### config.mk
export PLATFORM = sky130hd
export DESIGN_NAME = vseq_top
export DESIGN_NICKNAME = d
export VERILOG_FILES = /design/src/common/vseq_pkg.sv /design/src/design/vinsn_tracker.sv /design/src/design/unit_credit.sv /design/src/scoreboard/vreg_scoreboard.sv /design/src/design/issue_ctrl.sv /design/src/design/vseq_top.sv
export SDC_FILE = /design/constraint.sdc
export NUM_CORES = 1
export LEC_CHECK = 0
export BUFFER_PORTS_ARGS = -buffer_cell sky130_fd_sc_hd__clkbuf_2
export CELL_PAD_IN_SITES_DETAIL_PLACEMENT = 1
export CELL_PAD_IN_SITES_GLOBAL_PLACEMENT = 1
export CORE_MARGIN = 5
export CORE_UTILIZATION = 54
export CTS_CLUSTER_SIZE = 12
export DETAILED_ROUTE_END_ITERATION = 6
export GPL_ROUTABILITY_DRIVEN = 0
export PLACE_DENSITY_LB_ADDON = 0.1
export SYNTH_ARGS = -nofsm -noshare
export SYNTH_HDL_FRONTEND = slang
export SYNTH_HIERARCHICAL = 1
export SYNTH_SLANG_ARGS = --single-unit
### constraint.sdc
create_clock -name clk_i -period 9.35 [get_ports clk_i]
set_input_delay 0.4675 -clock clk_i [delete_from_list [all_inputs] [get_ports clk_i]]
set_output_delay 0.4675 -clock clk_i [all_outputs]
set_load 0.05 [all_outputs]
### src/common/vseq_pkg.sv
// Sizes and shared types of the vector instruction sequencer
// ID and mask widths are fixed here, so NR_VINSN in the RTL must not exceed NrVInsn
// Field widths of the structs follow from the sizes below

package vseq_pkg;

  ////////////////////////////////////////////////////////////
  // Sizes
  ////////////////////////////////////////////////////////////

  // Instruction IDs that may be in flight at once
  localparam int unsigned NrVInsn = 8;
  // Architectural vector registers
  localparam int unsigned NrVRegs = 32;
  // Functional unit classes
  localparam int unsigned NrUnits = 4;

  typedef logic [$clog2(NrVInsn)-1:0] vid_t;
  typedef logic [$clog2(NrVRegs)-1:0] vreg_t;
  // One bit per instruction ID
  typedef logic [NrVInsn-1:0] vid_mask_t;

  // Unit classes, encoding doubles as row index in the tracker and credit logic
  typedef enum logic [1:0] {
    UNIT_ALU   = 2'd0,
    UNIT_MUL   = 2'd1,
    UNIT_LOAD  = 2'd2,
    UNIT_STORE = 2'd3
  } unit_e;

  ////////////////////////////////////////////////////////////
  // Requests and responses
  ////////////////////////////////////////////////////////////

  // Decoded instruction from the dispatcher
  typedef struct packed {
    unit_e unit;
    vreg_t vd;
    vreg_t vs1;
    vreg_t vs2;
    logic  use_vd;
    logic  use_vs1;
    logic  use_vs2;
  } seq_req_t;

  // Issued instruction towards the units, with its ID and hazard sets
  typedef struct packed {
    unit_e     unit;
    vreg_t     vd;
    vreg_t     vs1;
    vreg_t     vs2;
    logic      use_vd;
    logic      use_vs1;
    logic      use_vs2;
    vid_t      id;
    vid_mask_t hazard_vs1;
    vid_mask_t hazard_vs2;
    vid_mask_t hazard_vd;
  } pe_req_t;

  // Done flags, one ID mask per unit class, indexed by unit_e
  typedef vid_mask_t [NrUnits-1:0] unit_done_t;

endpackage

### src/design/vinsn_tracker.sv
// Running-instruction matrix, one ID row per unit class
// Only IDs below NR_VINSN are handed out, upper mask bits stay zero
// Done pulses on IDs that are not running in that unit have no effect

`timescale 1ns/100ps

module vinsn_tracker #(
  parameter int unsigned NR_VINSN = vseq_pkg::NrVInsn
) (
  input  logic                 clk_i,
  input  logic                 rst_ni,
  input  logic                 accept_i,
  input  vseq_pkg::unit_e      accept_unit_i,
  input  vseq_pkg::unit_done_t unit_done_i,
  output vseq_pkg::vid_t       free_id_o,
  output logic                 id_full_o,
  output vseq_pkg::vid_mask_t  running_o,
  output logic                 idle_o
);
  import vseq_pkg::*;

  // Set bit means the ID runs on that unit class
  vid_mask_t [NrUnits-1:0] running_d, running_q;

  // Merge all rows into one running vector
  always_comb begin : p_running
    running_o = '0;
    for (int u = 0; u < NrUnits; u++) begin
      running_o |= running_q[u];
    end
  end

  // Lowest free ID wins, scan from the top so the last hit is the smallest
  always_comb begin : p_free_id
    free_id_o = '0;
    for (int i = NR_VINSN - 1; i >= 0; i--) begin
      if (!running_o[i]) begin
        free_id_o = vid_t'(i);
      end
    end
  end

  assign id_full_o = &running_o[NR_VINSN-1:0];
  assign idle_o    = ~|running_o;

  // Clear on done first, then set on issue
  always_comb begin : p_next
    for (int u = 0; u < NrUnits; u++) begin
      running_d[u] = running_q[u] & ~unit_done_i[u];
      if (accept_i && (accept_unit_i == unit_e'(u))) begin
        running_d[u][free_id_o] = 1'b1;
      end
    end
  end

  always_ff @(posedge clk_i or negedge rst_ni) begin : p_running_ff
    if (!rst_ni) begin
      running_q <= '0;
    end else begin
      running_q <= running_d;
    end
  end

  // Issue logic must stall once every ID is taken
  a_no_accept_full : assert property (@(posedge clk_i) disable iff (!rst_ni)
    accept_i |-> !id_full_o);

endmodule

### src/design/unit_credit.sv
// Instruction queue occupancy per unit class
// Any done pulse of a unit frees one slot, at most one completion per unit per cycle
// A unit is ready while fewer than QUEUE_DEPTH of its instructions are counted

`timescale 1ns/100ps

module unit_credit #(
  parameter int unsigned QUEUE_DEPTH = 2
) (
  input  logic                          clk_i,
  input  logic                          rst_ni,
  input  logic                          accept_i,
  input  vseq_pkg::unit_e               accept_unit_i,
  input  vseq_pkg::unit_done_t          unit_done_i,
  output logic [vseq_pkg::NrUnits-1:0]  unit_ready_o
);
  import vseq_pkg::*;

  localparam int unsigned CntWidth = $clog2(QUEUE_DEPTH + 1);
  localparam logic [CntWidth-1:0] DepthMax = CntWidth'(QUEUE_DEPTH);

  logic [NrUnits-1:0][CntWidth-1:0] cnt_q;
  logic [NrUnits-1:0]               cnt_up;
  logic [NrUnits-1:0]               cnt_down;

  for (genvar u = 0; u < NrUnits; u++) begin : gen_unit_cnt
    // Issue to this unit
    assign cnt_up[u]   = accept_i && (accept_unit_i == unit_e'(u));
    // Done mask reduced to one count-down pulse
    assign cnt_down[u] = |unit_done_i[u];

    // Up and down in the same cycle cancel out
    always_ff @(posedge clk_i or negedge rst_ni) begin : p_cnt
      if (!rst_ni) begin
        cnt_q[u] <= '0;
      end else if (cnt_up[u] && !cnt_down[u]) begin
        cnt_q[u] <= cnt_q[u] + CntWidth'(1);
      end else if (cnt_down[u] && !cnt_up[u]) begin
        cnt_q[u] <= cnt_q[u] - CntWidth'(1);
      end
    end

    assign unit_ready_o[u] = (cnt_q[u] < DepthMax);

    // Issue gating keeps the count in range, completions only for counted work
    a_cnt_range : assert property (@(posedge clk_i) disable iff (!rst_ni)
      (cnt_q[u] <= DepthMax) && !(cnt_down[u] && !cnt_up[u] && (cnt_q[u] == '0)));
  end

endmodule

### src/scoreboard/vreg_scoreboard.sv
// Per-register reader and writer lists with hazard extraction
// Only the latest reader and the latest writer of each register are kept
// An entry counts only while its ID is still marked running

`timescale 1ns/100ps

module vreg_scoreboard (
  input  logic                clk_i,
  input  logic                rst_ni,
  input  vseq_pkg::seq_req_t  req_i,
  input  logic                accept_i,
  input  vseq_pkg::vid_t      accept_id_i,
  input  vseq_pkg::vid_mask_t running_i,
  output vseq_pkg::vid_mask_t hazard_vs1_o,
  output vseq_pkg::vid_mask_t hazard_vs2_o,
  output vseq_pkg::vid_mask_t hazard_vd_o
);
  import vseq_pkg::*;

  // Access record of one register
  typedef struct packed {
    vid_t vid;
    logic valid;
  } vreg_access_t;

  vreg_access_t [NrVRegs-1:0] read_list_d, read_list_q;
  vreg_access_t [NrVRegs-1:0] write_list_d, write_list_q;
  // Lists with retired IDs already dropped
  vreg_access_t [NrVRegs-1:0] read_live, write_live;

  ////////////////////////////////////////////////////////////
  // Retirement filter
  ////////////////////////////////////////////////////////////

  always_comb begin : p_live
    read_live  = read_list_q;
    write_live = write_list_q;
    for (int v = 0; v < NrVRegs; v++) begin
      read_live[v].valid  = read_list_q[v].valid & running_i[read_list_q[v].vid];
      write_live[v].valid = write_list_q[v].valid & running_i[write_list_q[v].vid];
    end
  end

  ////////////////////////////////////////////////////////////
  // Hazards of the request at the input
  ////////////////////////////////////////////////////////////

  always_comb begin : p_hazard
    hazard_vs1_o = '0;
    hazard_vs2_o = '0;
    hazard_vd_o  = '0;
    // RAW on the source operands
    if (req_i.use_vs1 && write_live[req_i.vs1].valid) begin
      hazard_vs1_o[write_live[req_i.vs1].vid] = 1'b1;
    end
    if (req_i.use_vs2 && write_live[req_i.vs2].valid) begin
      hazard_vs2_o[write_live[req_i.vs2].vid] = 1'b1;
    end
    // WAR blocks both operand paths
    if (req_i.use_vd && read_live[req_i.vd].valid) begin
      hazard_vs1_o[read_live[req_i.vd].vid] = 1'b1;
      hazard_vs2_o[read_live[req_i.vd].vid] = 1'b1;
    end
    // WAW on the destination
    if (req_i.use_vd && write_live[req_i.vd].valid) begin
      hazard_vd_o[write_live[req_i.vd].vid] = 1'b1;
    end
  end

  ////////////////////////////////////////////////////////////
  // List update
  ////////////////////////////////////////////////////////////

  // vs1 equal to vs2 writes the same record twice
  always_comb begin : p_update
    read_list_d  = read_live;
    write_list_d = write_live;
    if (accept_i) begin
      if (req_i.use_vd) begin
        write_list_d[req_i.vd] = '{vid: accept_id_i, valid: 1'b1};
      end
      if (req_i.use_vs1) begin
        read_list_d[req_i.vs1] = '{vid: accept_id_i, valid: 1'b1};
      end
      if (req_i.use_vs2) begin
        read_list_d[req_i.vs2] = '{vid: accept_id_i, valid: 1'b1};
      end
    end
  end

  always_ff @(posedge clk_i or negedge rst_ni) begin : p_list_ff
    if (!rst_ni) begin
      read_list_q  <= '0;
      write_list_q <= '0;
    end else begin
      read_list_q  <= read_list_d;
      write_list_q <= write_list_d;
    end
  end

  // The tracker must hand out an ID that no list entry can still own
  a_new_id_free : assert property (@(posedge clk_i) disable iff (!rst_ni)
    accept_i |-> !running_i[accept_id_i]);

endmodule

### src/design/issue_ctrl.sv
// Accept decision and one-entry output register towards the units
// req_ready_o depends combinationally on req_i.unit and pe_ready_i
// The held request is replaced on the same edge that pe_ready_i retires it

`timescale 1ns/100ps

module issue_ctrl (
  input  logic                          clk_i,
  input  logic                          rst_ni,
  // Dispatcher side
  input  vseq_pkg::seq_req_t            req_i,
  input  logic                          req_valid_i,
  // Bookkeeping status
  input  vseq_pkg::vid_t                free_id_i,
  input  logic                          id_full_i,
  input  logic [vseq_pkg::NrUnits-1:0]  unit_ready_i,
  input  vseq_pkg::vid_mask_t           hazard_vs1_i,
  input  vseq_pkg::vid_mask_t           hazard_vs2_i,
  input  vseq_pkg::vid_mask_t           hazard_vd_i,
  // Unit side
  input  logic                          pe_ready_i,
  output logic                          accept_o,
  output logic                          req_ready_o,
  output vseq_pkg::pe_req_t             pe_req_o,
  output logic                          pe_req_valid_o
);
  import vseq_pkg::*;

  pe_req_t pe_req_d;
  // Output slot empty now or emptied at this edge
  logic    out_free;

  ////////////////////////////////////////////////////////////
  // Accept condition
  ////////////////////////////////////////////////////////////

  assign out_free    = !pe_req_valid_o || pe_ready_i;
  assign req_ready_o = !id_full_i && unit_ready_i[req_i.unit] && out_free;
  assign accept_o    = req_valid_i && req_ready_o;

  // Request plus its ID and hazard sets
  always_comb begin : p_build
    pe_req_d = '{
      unit       : req_i.unit,
      vd         : req_i.vd,
      vs1        : req_i.vs1,
      vs2        : req_i.vs2,
      use_vd     : req_i.use_vd,
      use_vs1    : req_i.use_vs1,
      use_vs2    : req_i.use_vs2,
      id         : free_id_i,
      hazard_vs1 : hazard_vs1_i,
      hazard_vs2 : hazard_vs2_i,
      hazard_vd  : hazard_vd_i
    };
  end

  ////////////////////////////////////////////////////////////
  // Output register
  ////////////////////////////////////////////////////////////

  always_ff @(posedge clk_i or negedge rst_ni) begin : p_valid_ff
    if (!rst_ni) begin
      pe_req_valid_o <= 1'b0;
    end else if (accept_o) begin
      pe_req_valid_o <= 1'b1;
    end else if (pe_ready_i) begin
      pe_req_valid_o <= 1'b0;
    end
  end

  // Payload loads only on issue and holds under back-pressure
  always_ff @(posedge clk_i) begin : p_payload_ff
    if (accept_o) begin
      pe_req_o <= pe_req_d;
    end
  end

  // Units see a stable request until they take it
  a_hold_stable : assert property (@(posedge clk_i) disable iff (!rst_ni)
    pe_req_valid_o && !pe_ready_i |=> pe_req_valid_o && $stable(pe_req_o));

endmodule

### src/design/vseq_top.sv
// Vector instruction sequencer top level
// One request in flight at the output, NR_VINSN IDs, QUEUE_DEPTH entries per unit queue
// NR_VINSN is bounded by vseq_pkg::NrVInsn

`timescale 1ns/100ps

module vseq_top #(
  parameter int unsigned NR_VINSN    = vseq_pkg::NrVInsn,
  parameter int unsigned QUEUE_DEPTH = 2
) (
  input  logic                 clk_i,
  input  logic                 rst_ni,
  // Dispatcher side
  input  vseq_pkg::seq_req_t   req_i,
  input  logic                 req_valid_i,
  output logic                 req_ready_o,
  // Unit side
  output vseq_pkg::pe_req_t    pe_req_o,
  output logic                 pe_req_valid_o,
  input  logic                 pe_ready_i,
  input  vseq_pkg::unit_done_t unit_done_i,
  // Status
  output logic                 idle_o
);
  import vseq_pkg::*;

  // Tracker outputs
  vid_t              free_id;
  logic              id_full;
  vid_mask_t         running;
  // Per-unit queue room
  logic [NrUnits-1:0] unit_ready;
  // Hazard sets for the request at req_i
  vid_mask_t         hazard_vs1;
  vid_mask_t         hazard_vs2;
  vid_mask_t         hazard_vd;
  // Issue strobe shared by all bookkeeping blocks
  logic              accept;

  vinsn_tracker #(
    .NR_VINSN (NR_VINSN)
  ) i_tracker (
    .clk_i         (clk_i),
    .rst_ni        (rst_ni),
    .accept_i      (accept),
    .accept_unit_i (req_i.unit),
    .unit_done_i   (unit_done_i),
    .free_id_o     (free_id),
    .id_full_o     (id_full),
    .running_o     (running),
    .idle_o        (idle_o)
  );

  unit_credit #(
    .QUEUE_DEPTH (QUEUE_DEPTH)
  ) i_credit (
    .clk_i         (clk_i),
    .rst_ni        (rst_ni),
    .accept_i      (accept),
    .accept_unit_i (req_i.unit),
    .unit_done_i   (unit_done_i),
    .unit_ready_o  (unit_ready)
  );

  vreg_scoreboard i_scoreboard (
    .clk_i        (clk_i),
    .rst_ni       (rst_ni),
    .req_i        (req_i),
    .accept_i     (accept),
    .accept_id_i  (free_id),
    .running_i    (running),
    .hazard_vs1_o (hazard_vs1),
    .hazard_vs2_o (hazard_vs2),
    .hazard_vd_o  (hazard_vd)
  );

  issue_ctrl i_issue (
    .clk_i          (clk_i),
    .rst_ni         (rst_ni),
    .req_i          (req_i),
    .req_valid_i    (req_valid_i),
    .free_id_i      (free_id),
    .id_full_i      (id_full),
    .unit_ready_i   (unit_ready),
    .hazard_vs1_i   (hazard_vs1),
    .hazard_vs2_i   (hazard_vs2),
    .hazard_vd_i    (hazard_vd),
    .pe_ready_i     (pe_ready_i),
    .accept_o       (accept),
    .req_ready_o    (req_ready_o),
    .pe_req_o       (pe_req_o),
    .pe_req_valid_o (pe_req_valid_o)
  );

endmodule

Word-level counts from Yosys, hierarchy flattened:

Cells that the tools add are included.

* register bits: 344
* latch bits: 0
* RAM bits: 0
* memory bits (read-only): 0
* word-level logic and storage cells: 566
* memories kept: 0

* $add $sub $neg: 8
* multiply operators: 0
* div/mod/pow operators: 0
* magnitude comparators: 85
* eq/ne operators: 3
* shift operators: 0
* mux-type cells: 189
* bitwise logic cells: 81
* reduce and logical (&&, ||, !) cells: 52

Operator list (number)
* bitwise mux 128 bit: 3
* 2-to-1 mux 128 bit: 3
* 2-to-1 mux 125 bit: 3
* less-than comparator 3 x 4 -> 1 bit (second input constant): 69
* binary-select mux 1 bit (select 3 bit): 64
* binary-select mux 4 bit (select 5 bit): 4
* 2-to-1 mux 1 bit: 72
* bitwise OR 8 bit: 9
* bitwise AND 1 bit: 64
* 2-to-1 mux 8 bit: 8
* demux 4 bit (select 5 bit): 3
* OR reduction 8 bit: 5
* bitwise AND 8 bit: 4
* NOT 8 bit: 4
* 2-to-1 mux 4 bit: 7
* logical AND 1 bit: 27
* 2-to-1 mux 3 bit: 8
* less-than comparator 5 x 6 -> 1 bit (second input constant): 3
* 2-to-1 mux 2 bit: 8
* demux 1 bit (select 3 bit): 5
* >= comparator 3 x 1 -> 1 bit (second input constant): 5
* >= comparator 5 x 1 -> 1 bit (second input constant): 3
* logical NOT 1 bit: 11
* nonzero test 2 bit: 5
* other kinds (11): 21

Logic depth before layout (Yosys ltp):

* word-level depth: 17
* gate-level depth with buffers: 14

By module:

Netlist, hierarchy kept.

Modules (own cells, without submodules)
* vreg_scoreboard: times used 1, cells an instance 1730, area each 19314.8 µm², seq. area each 6406.1 µm²
* vinsn_tracker: times used 1, cells an instance 144, area each 1515.2 µm², seq. area each 800.8 µm²
* issue_ctrl: times used 1, cells an instance 54, area each 1496.4 µm², seq. area each 1436.4 µm²
* unit_credit: times used 1, cells an instance 49, area each 490.5 µm², seq. area each 200.2 µm²

Least setup slack after synthesis:

OpenSTA, ideal clock, no wires.

* path type: reg2reg
* from: register i_tracker/running_q[15] (netlist name)
* to: register i_scoreboard/write_list_q[117] (netlist name)
* data arrival time: 3.906 ns
* required time: 9.225 ns
* setup slack: 5.319 ns
* cell stages (with the launch flop): 11
* buffers on the path: 2
* path through: dfrtp_1 > nor4_2 > nor4_1 > and2_1 > nor2b_1 > and3_1 > clkbuf_1 > nand4_1 > clkbuf_1 > nor2_1 > mux2_2

RTL lines
* from (decl): RTL line vinsn_tracker.sv:23 `vid_mask_t [NrUnits-1:0] running_d, running_q;`
* from (signal assigned): RTL line vinsn_tracker.sv:60 `running_q <= running_d;`
* bitwise OR 8 bit (3 in series): RTL line vinsn_tracker.sv:29 `running_o |= running_q[u];`
* AND reduction 8 bit: RTL line vinsn_tracker.sv:43 `assign id_full_o = &running_o[NR_VINSN-1:0];`
* net id_full: RTL line vseq_top.sv:29 `logic id_full;`
* logical NOT 1 bit: RTL line issue_ctrl.sv:38 `assign req_ready_o = !id_full_i && unit_ready_i[req_i.unit] && out_free;`
* logical AND 1 bit (2 in series): RTL line issue_ctrl.sv:38
* logical AND 1 bit: RTL line issue_ctrl.sv:39 `assign accept_o = req_valid_i && req_ready_o;`
* net accept: RTL line vseq_top.sv:38 `logic accept;`
* AND reduction 2 bit (no line)
* to (signal assigned): RTL line vreg_scoreboard.sv:97 `write_list_q <= write_list_d;`
* to (decl): RTL line vreg_scoreboard.sv:27 `vreg_access_t [NrVRegs-1:0] write_list_d, write_list_q;`

The timed path passes the listed nets, and every way through them passes these cells.
A chain may end at the register's enable or synchronous reset.

Worst setup path in the final report:

* from: register i_tracker/running_q[1] (netlist name)
* to: register, netlist name i_issue/pe_req_o[21]

* cells in the longest elaborated chain, start to end: 12

RTL lines
* bitwise OR 8 bit (*) (3 in series): RTL line vinsn_tracker.sv:29
* net running[1]: RTL line vseq_top.sv:30 `vid_mask_t running;`
* binary-select mux 1 bit (select 3 bit): RTL line vreg_scoreboard.sv:40 `write_live[v].valid = write_list_q[v].valid & running_i[write_list_q[v].vid];`
* 2-to-1 mux 1 bit (not written as such): RTL line vreg_scoreboard.sv:40
* bitwise AND 1 bit: RTL line vreg_scoreboard.sv:40
* binary-select mux 4 bit (select 5 bit): RTL line vreg_scoreboard.sv:53 `if (req_i.use_vs1 && write_live[req_i.vs1].valid) begin`
* 2-to-1 mux 4 bit (not written as such): RTL line vreg_scoreboard.sv:53
* logical AND 1 bit: RTL line vreg_scoreboard.sv:53
* 2-to-1 mux 8 bit: RTL line vreg_scoreboard.sv:53
* bitwise OR 8 bit (no line)
* 2-to-1 mux 8 bit (*): RTL line vreg_scoreboard.sv:60 `if (req_i.use_vd && read_live[req_i.vd].valid) begin`
* net hazard_vs1[5]: RTL line vseq_top.sv:34 `vid_mask_t hazard_vs1;`

The timed path passes the listed nets; every way through them passes the cells marked *. The select of a mux whose other input is x is not followed.

==> reports/metrics.cfg <==
[timing]
slew_viol_final=0
final.min_clock_period_ps=4572
setup_viol=0
layout_setup_ws_ps=4778
fin_skew_ps=17.40
finalSetupTns_ps=0
hold_violations=0
worst_pin_slew_ps=1368
period_share=0.4890
fmax_mhz=218.7
rsz0062_at_grt=no
slew_headroom=0.08110
hold_ws_ps=93.96

[routing]
wl_per_cell_um=32.54
drtIter0Drc=2148
met3_wirelength_mm=8.565
drc=0
drt_pass1_iterations=5
dr.max_layer_used=met4
dr_wl_met2_mm=37.47
vias=18709
drt-vias-per-instance=7.354
wl_met1_mm=32.16
ant_nets=0
finalWirelength_mm=82.78

[worst_setup_path]
crit_chain=nor4_2 > inv_2 > buf_4 > mux2i_1 > nor3_1 > o41ai_2 > mux2i_1 > mux4_2 > or4_4 > nand3_4 > o22ai_1
crit_path_end_kind=flip-flop
cp.required_ps=9660
cp_slowest_stage_delay_ps=640
startpoint_type=flip-flop
cp_top_family=simple AND/OR/NAND/NOR gates
cp_common_cell=mux2i_1
crit_type=flip-flop to flip-flop
worst-path-buf-inv=2
slowest_stage=o41ai_2
cp.arrival_ps=4880
cp_max_fo=42

[synth]
synth_top_area_share=0.3257
ys_types=88
synth_area_per_cell_um2=11.54
synth_cells=1977
synth_async_sr_flop_share=0.8634
ys.flop_type=dfrtp_1
synth_compound_area_frac=0.1013
netlist_area_um2=22820
synth_seq_area_share=0.3876
synth_edf_count=47
synth_area_leader_cell=dfrtp_1
synth_top_family_by_area=multiplexers
synthAdderAreaFrac=0.002193
synth-xor-area-share=0.004606
ys_ff_latch=344
yosys-mux-area-fraction=0.3297
syn_nets=2037
synth_simple_gate_area_frac=0.1226
yosysWarnings=6
synth_area_leaders=dfrtp_1 (33%), mux4_2 (16%), mux2_2 (12%), edfxtp_1 (6.2%), mux2i_1 (4.8%)

[grt]
grtUsageTotal=0.3536
grt-ovfl-total=0
grt_pass1_wl_mm=127.3
grt_start_max_net_pins=87
grt_pass1_vias=19972
antenna_found_initial=1

[cts]
h-tree-depth=2
cts_buffer_depth=3
clkLatencyLatePin_ps=580
clockRootBuffer=clkbuf_16
post_cts_resized=0
cts_buffers=40
clock-sinks=344
cts_tree=yes
cts.clk_slew.worst_paths_ps=60

[cells_and_area]
num_antenna_cells=0
drive_above_1_share=0.3227
final_cell_mix=dfrtp_1 (297), mux2_2 (241), nand2_1 (163)
area_growth_pct=8.401
fin_nets=2033
fin_area_um2=24730
layout_commonest_cell=dfrtp_1
final_cells=2544
postLayoutCoreUtil=0.5910

[floorplanning]
num_rows=75
die_w_um=215.6
num_io_pins=106
die_h_um=215.6
dieArea_um2=46460
fp.coreArea_um2=41850
floorplan.initialDensity=0.5452

[flow_run]
drv_cap=0

[run_status]
outcome=finished clean

[power_and_ir_drop]
power_mw=4.993
p_per_area_nw_per_um2=201.9
vdd_drop_max_uv=330.0
leakagePower_nw=9.848

[place]
dp_cells=2469
place_hpwl_mm=53.83
port_buffers=105
place_ws_ps=4889
placed_area_um2=23380

[min_path]
min_path_type=input pin to flip-flop

==> per-layer routing <==
| layer | global-route usage | vias to the layer above |
|---|---|---|
| li1 | - | 7595 |
| met1 | 0.4781 | 9680 |
| met2 | 0.5448 | 1141 |
| met3 | 0.08268 | 293 |
| met4 | 0.1679 | 0 |
| met5 | 0 | - |
==> final timing paths <==
| path | start | endpoint | slack (ps) | cells past startpoint |
|---|---|---|---|---|
| worst max-delay path | i_tracker/running_q[1] | i_issue/pe_req_o[21] | 4780 | 11 |
| worst min-delay path | unit_done_i[14] | i_tracker/running_q[14] | 90 | 2 |
| worst max register to register | i_tracker/running_q[1] | i_issue/pe_req_o[21] | 4780 | 11 |
| worst min register to register | i_scoreboard/read_list_q[68] | i_scoreboard/read_list_q[68] | 480 | 2 |
| max in group asynchronous | rst_ni | i_scoreboard/read_list_q[12] | 7280 | 3 |
| min in group asynchronous | rst_ni | i_scoreboard/write_list_q[82] | 510 | 2 |
==> cells in the mapped netlist (all sizes together) (23+ instances only) <==
cell	instances
mux2i	110
inv	74
dfrtp	297
buf	75
clkbuf	106
mux4	164
o21ai	52
nor4	23
nand3	31
nand4	27
nor3b	23
o22ai	93
nand2	163
nor3	27
nor2	100
a22oi	34
edfxtp	47
mux2	241
o211ai	26
nand2b	37
==> sequential cells by signal (all words and copies together), names as in the netlist <==
name	flops
i_issue/pe_req_valid_o	1
i_scoreboard/write_list_q	128
i_scoreboard/read_list_q	128
i_credit/cnt_q	8
i_tracker/running_q	32
i_issue/pe_req_o	47
==> repair_timing <==
| item | in CTS | in global routing |
|---|---|---|
| endpoints found under the setup margin | 0 | 0 |
| endpoints found under the hold margin | 83 | 0 |
| hold buffers | 1 | 0 |
| buffers inserted | 0 | 0 |
==> cell type report <==
| type | count | area, µm² |
|---|---|---|
| sequential | 344 | 8843 |
| tap | 539 | 674.4 |
| inverter | 76 | 287.8 |
| multi-input combinational | 1376 | 12820 |
| clock inverter | 11 | 140.1 |
| clock buffer | 63 | 1199 |
| timing repair buffer | 135 | 768.2 |
| fill | 4266 | 17120 |
==> worst reg2reg max path, cell delays in order, from the launching register on <==
cell and delay, ps:
dfrtp_1 390, nor4_2 600, inv_2 420, buf_4 460, mux2i_1 240, nor3_1 80, o41ai_2 640, mux2i_1 200
mux4_2 500, or4_4 510, nand3_4 150, o22ai_1 110
==> report_power, final <==
part / total, mW / internal (mW) / switching [mW]
Clock: 1.63 / 0.964 / 0.664
Combinational: 1.51 / 0.558 / 0.952
Sequential: 1.85 / 1.68 / 0.173
==> kinds of logic after synthesis <==
family	Yosys count
xor gates and xnor gates	12
buffers and inverters	257
and+or+nand+nor	523
muxes	515
AOI/OAI and AO/OA	322
DFF	344
adders and majority gates	4
(Power assumes the default switching activity.)
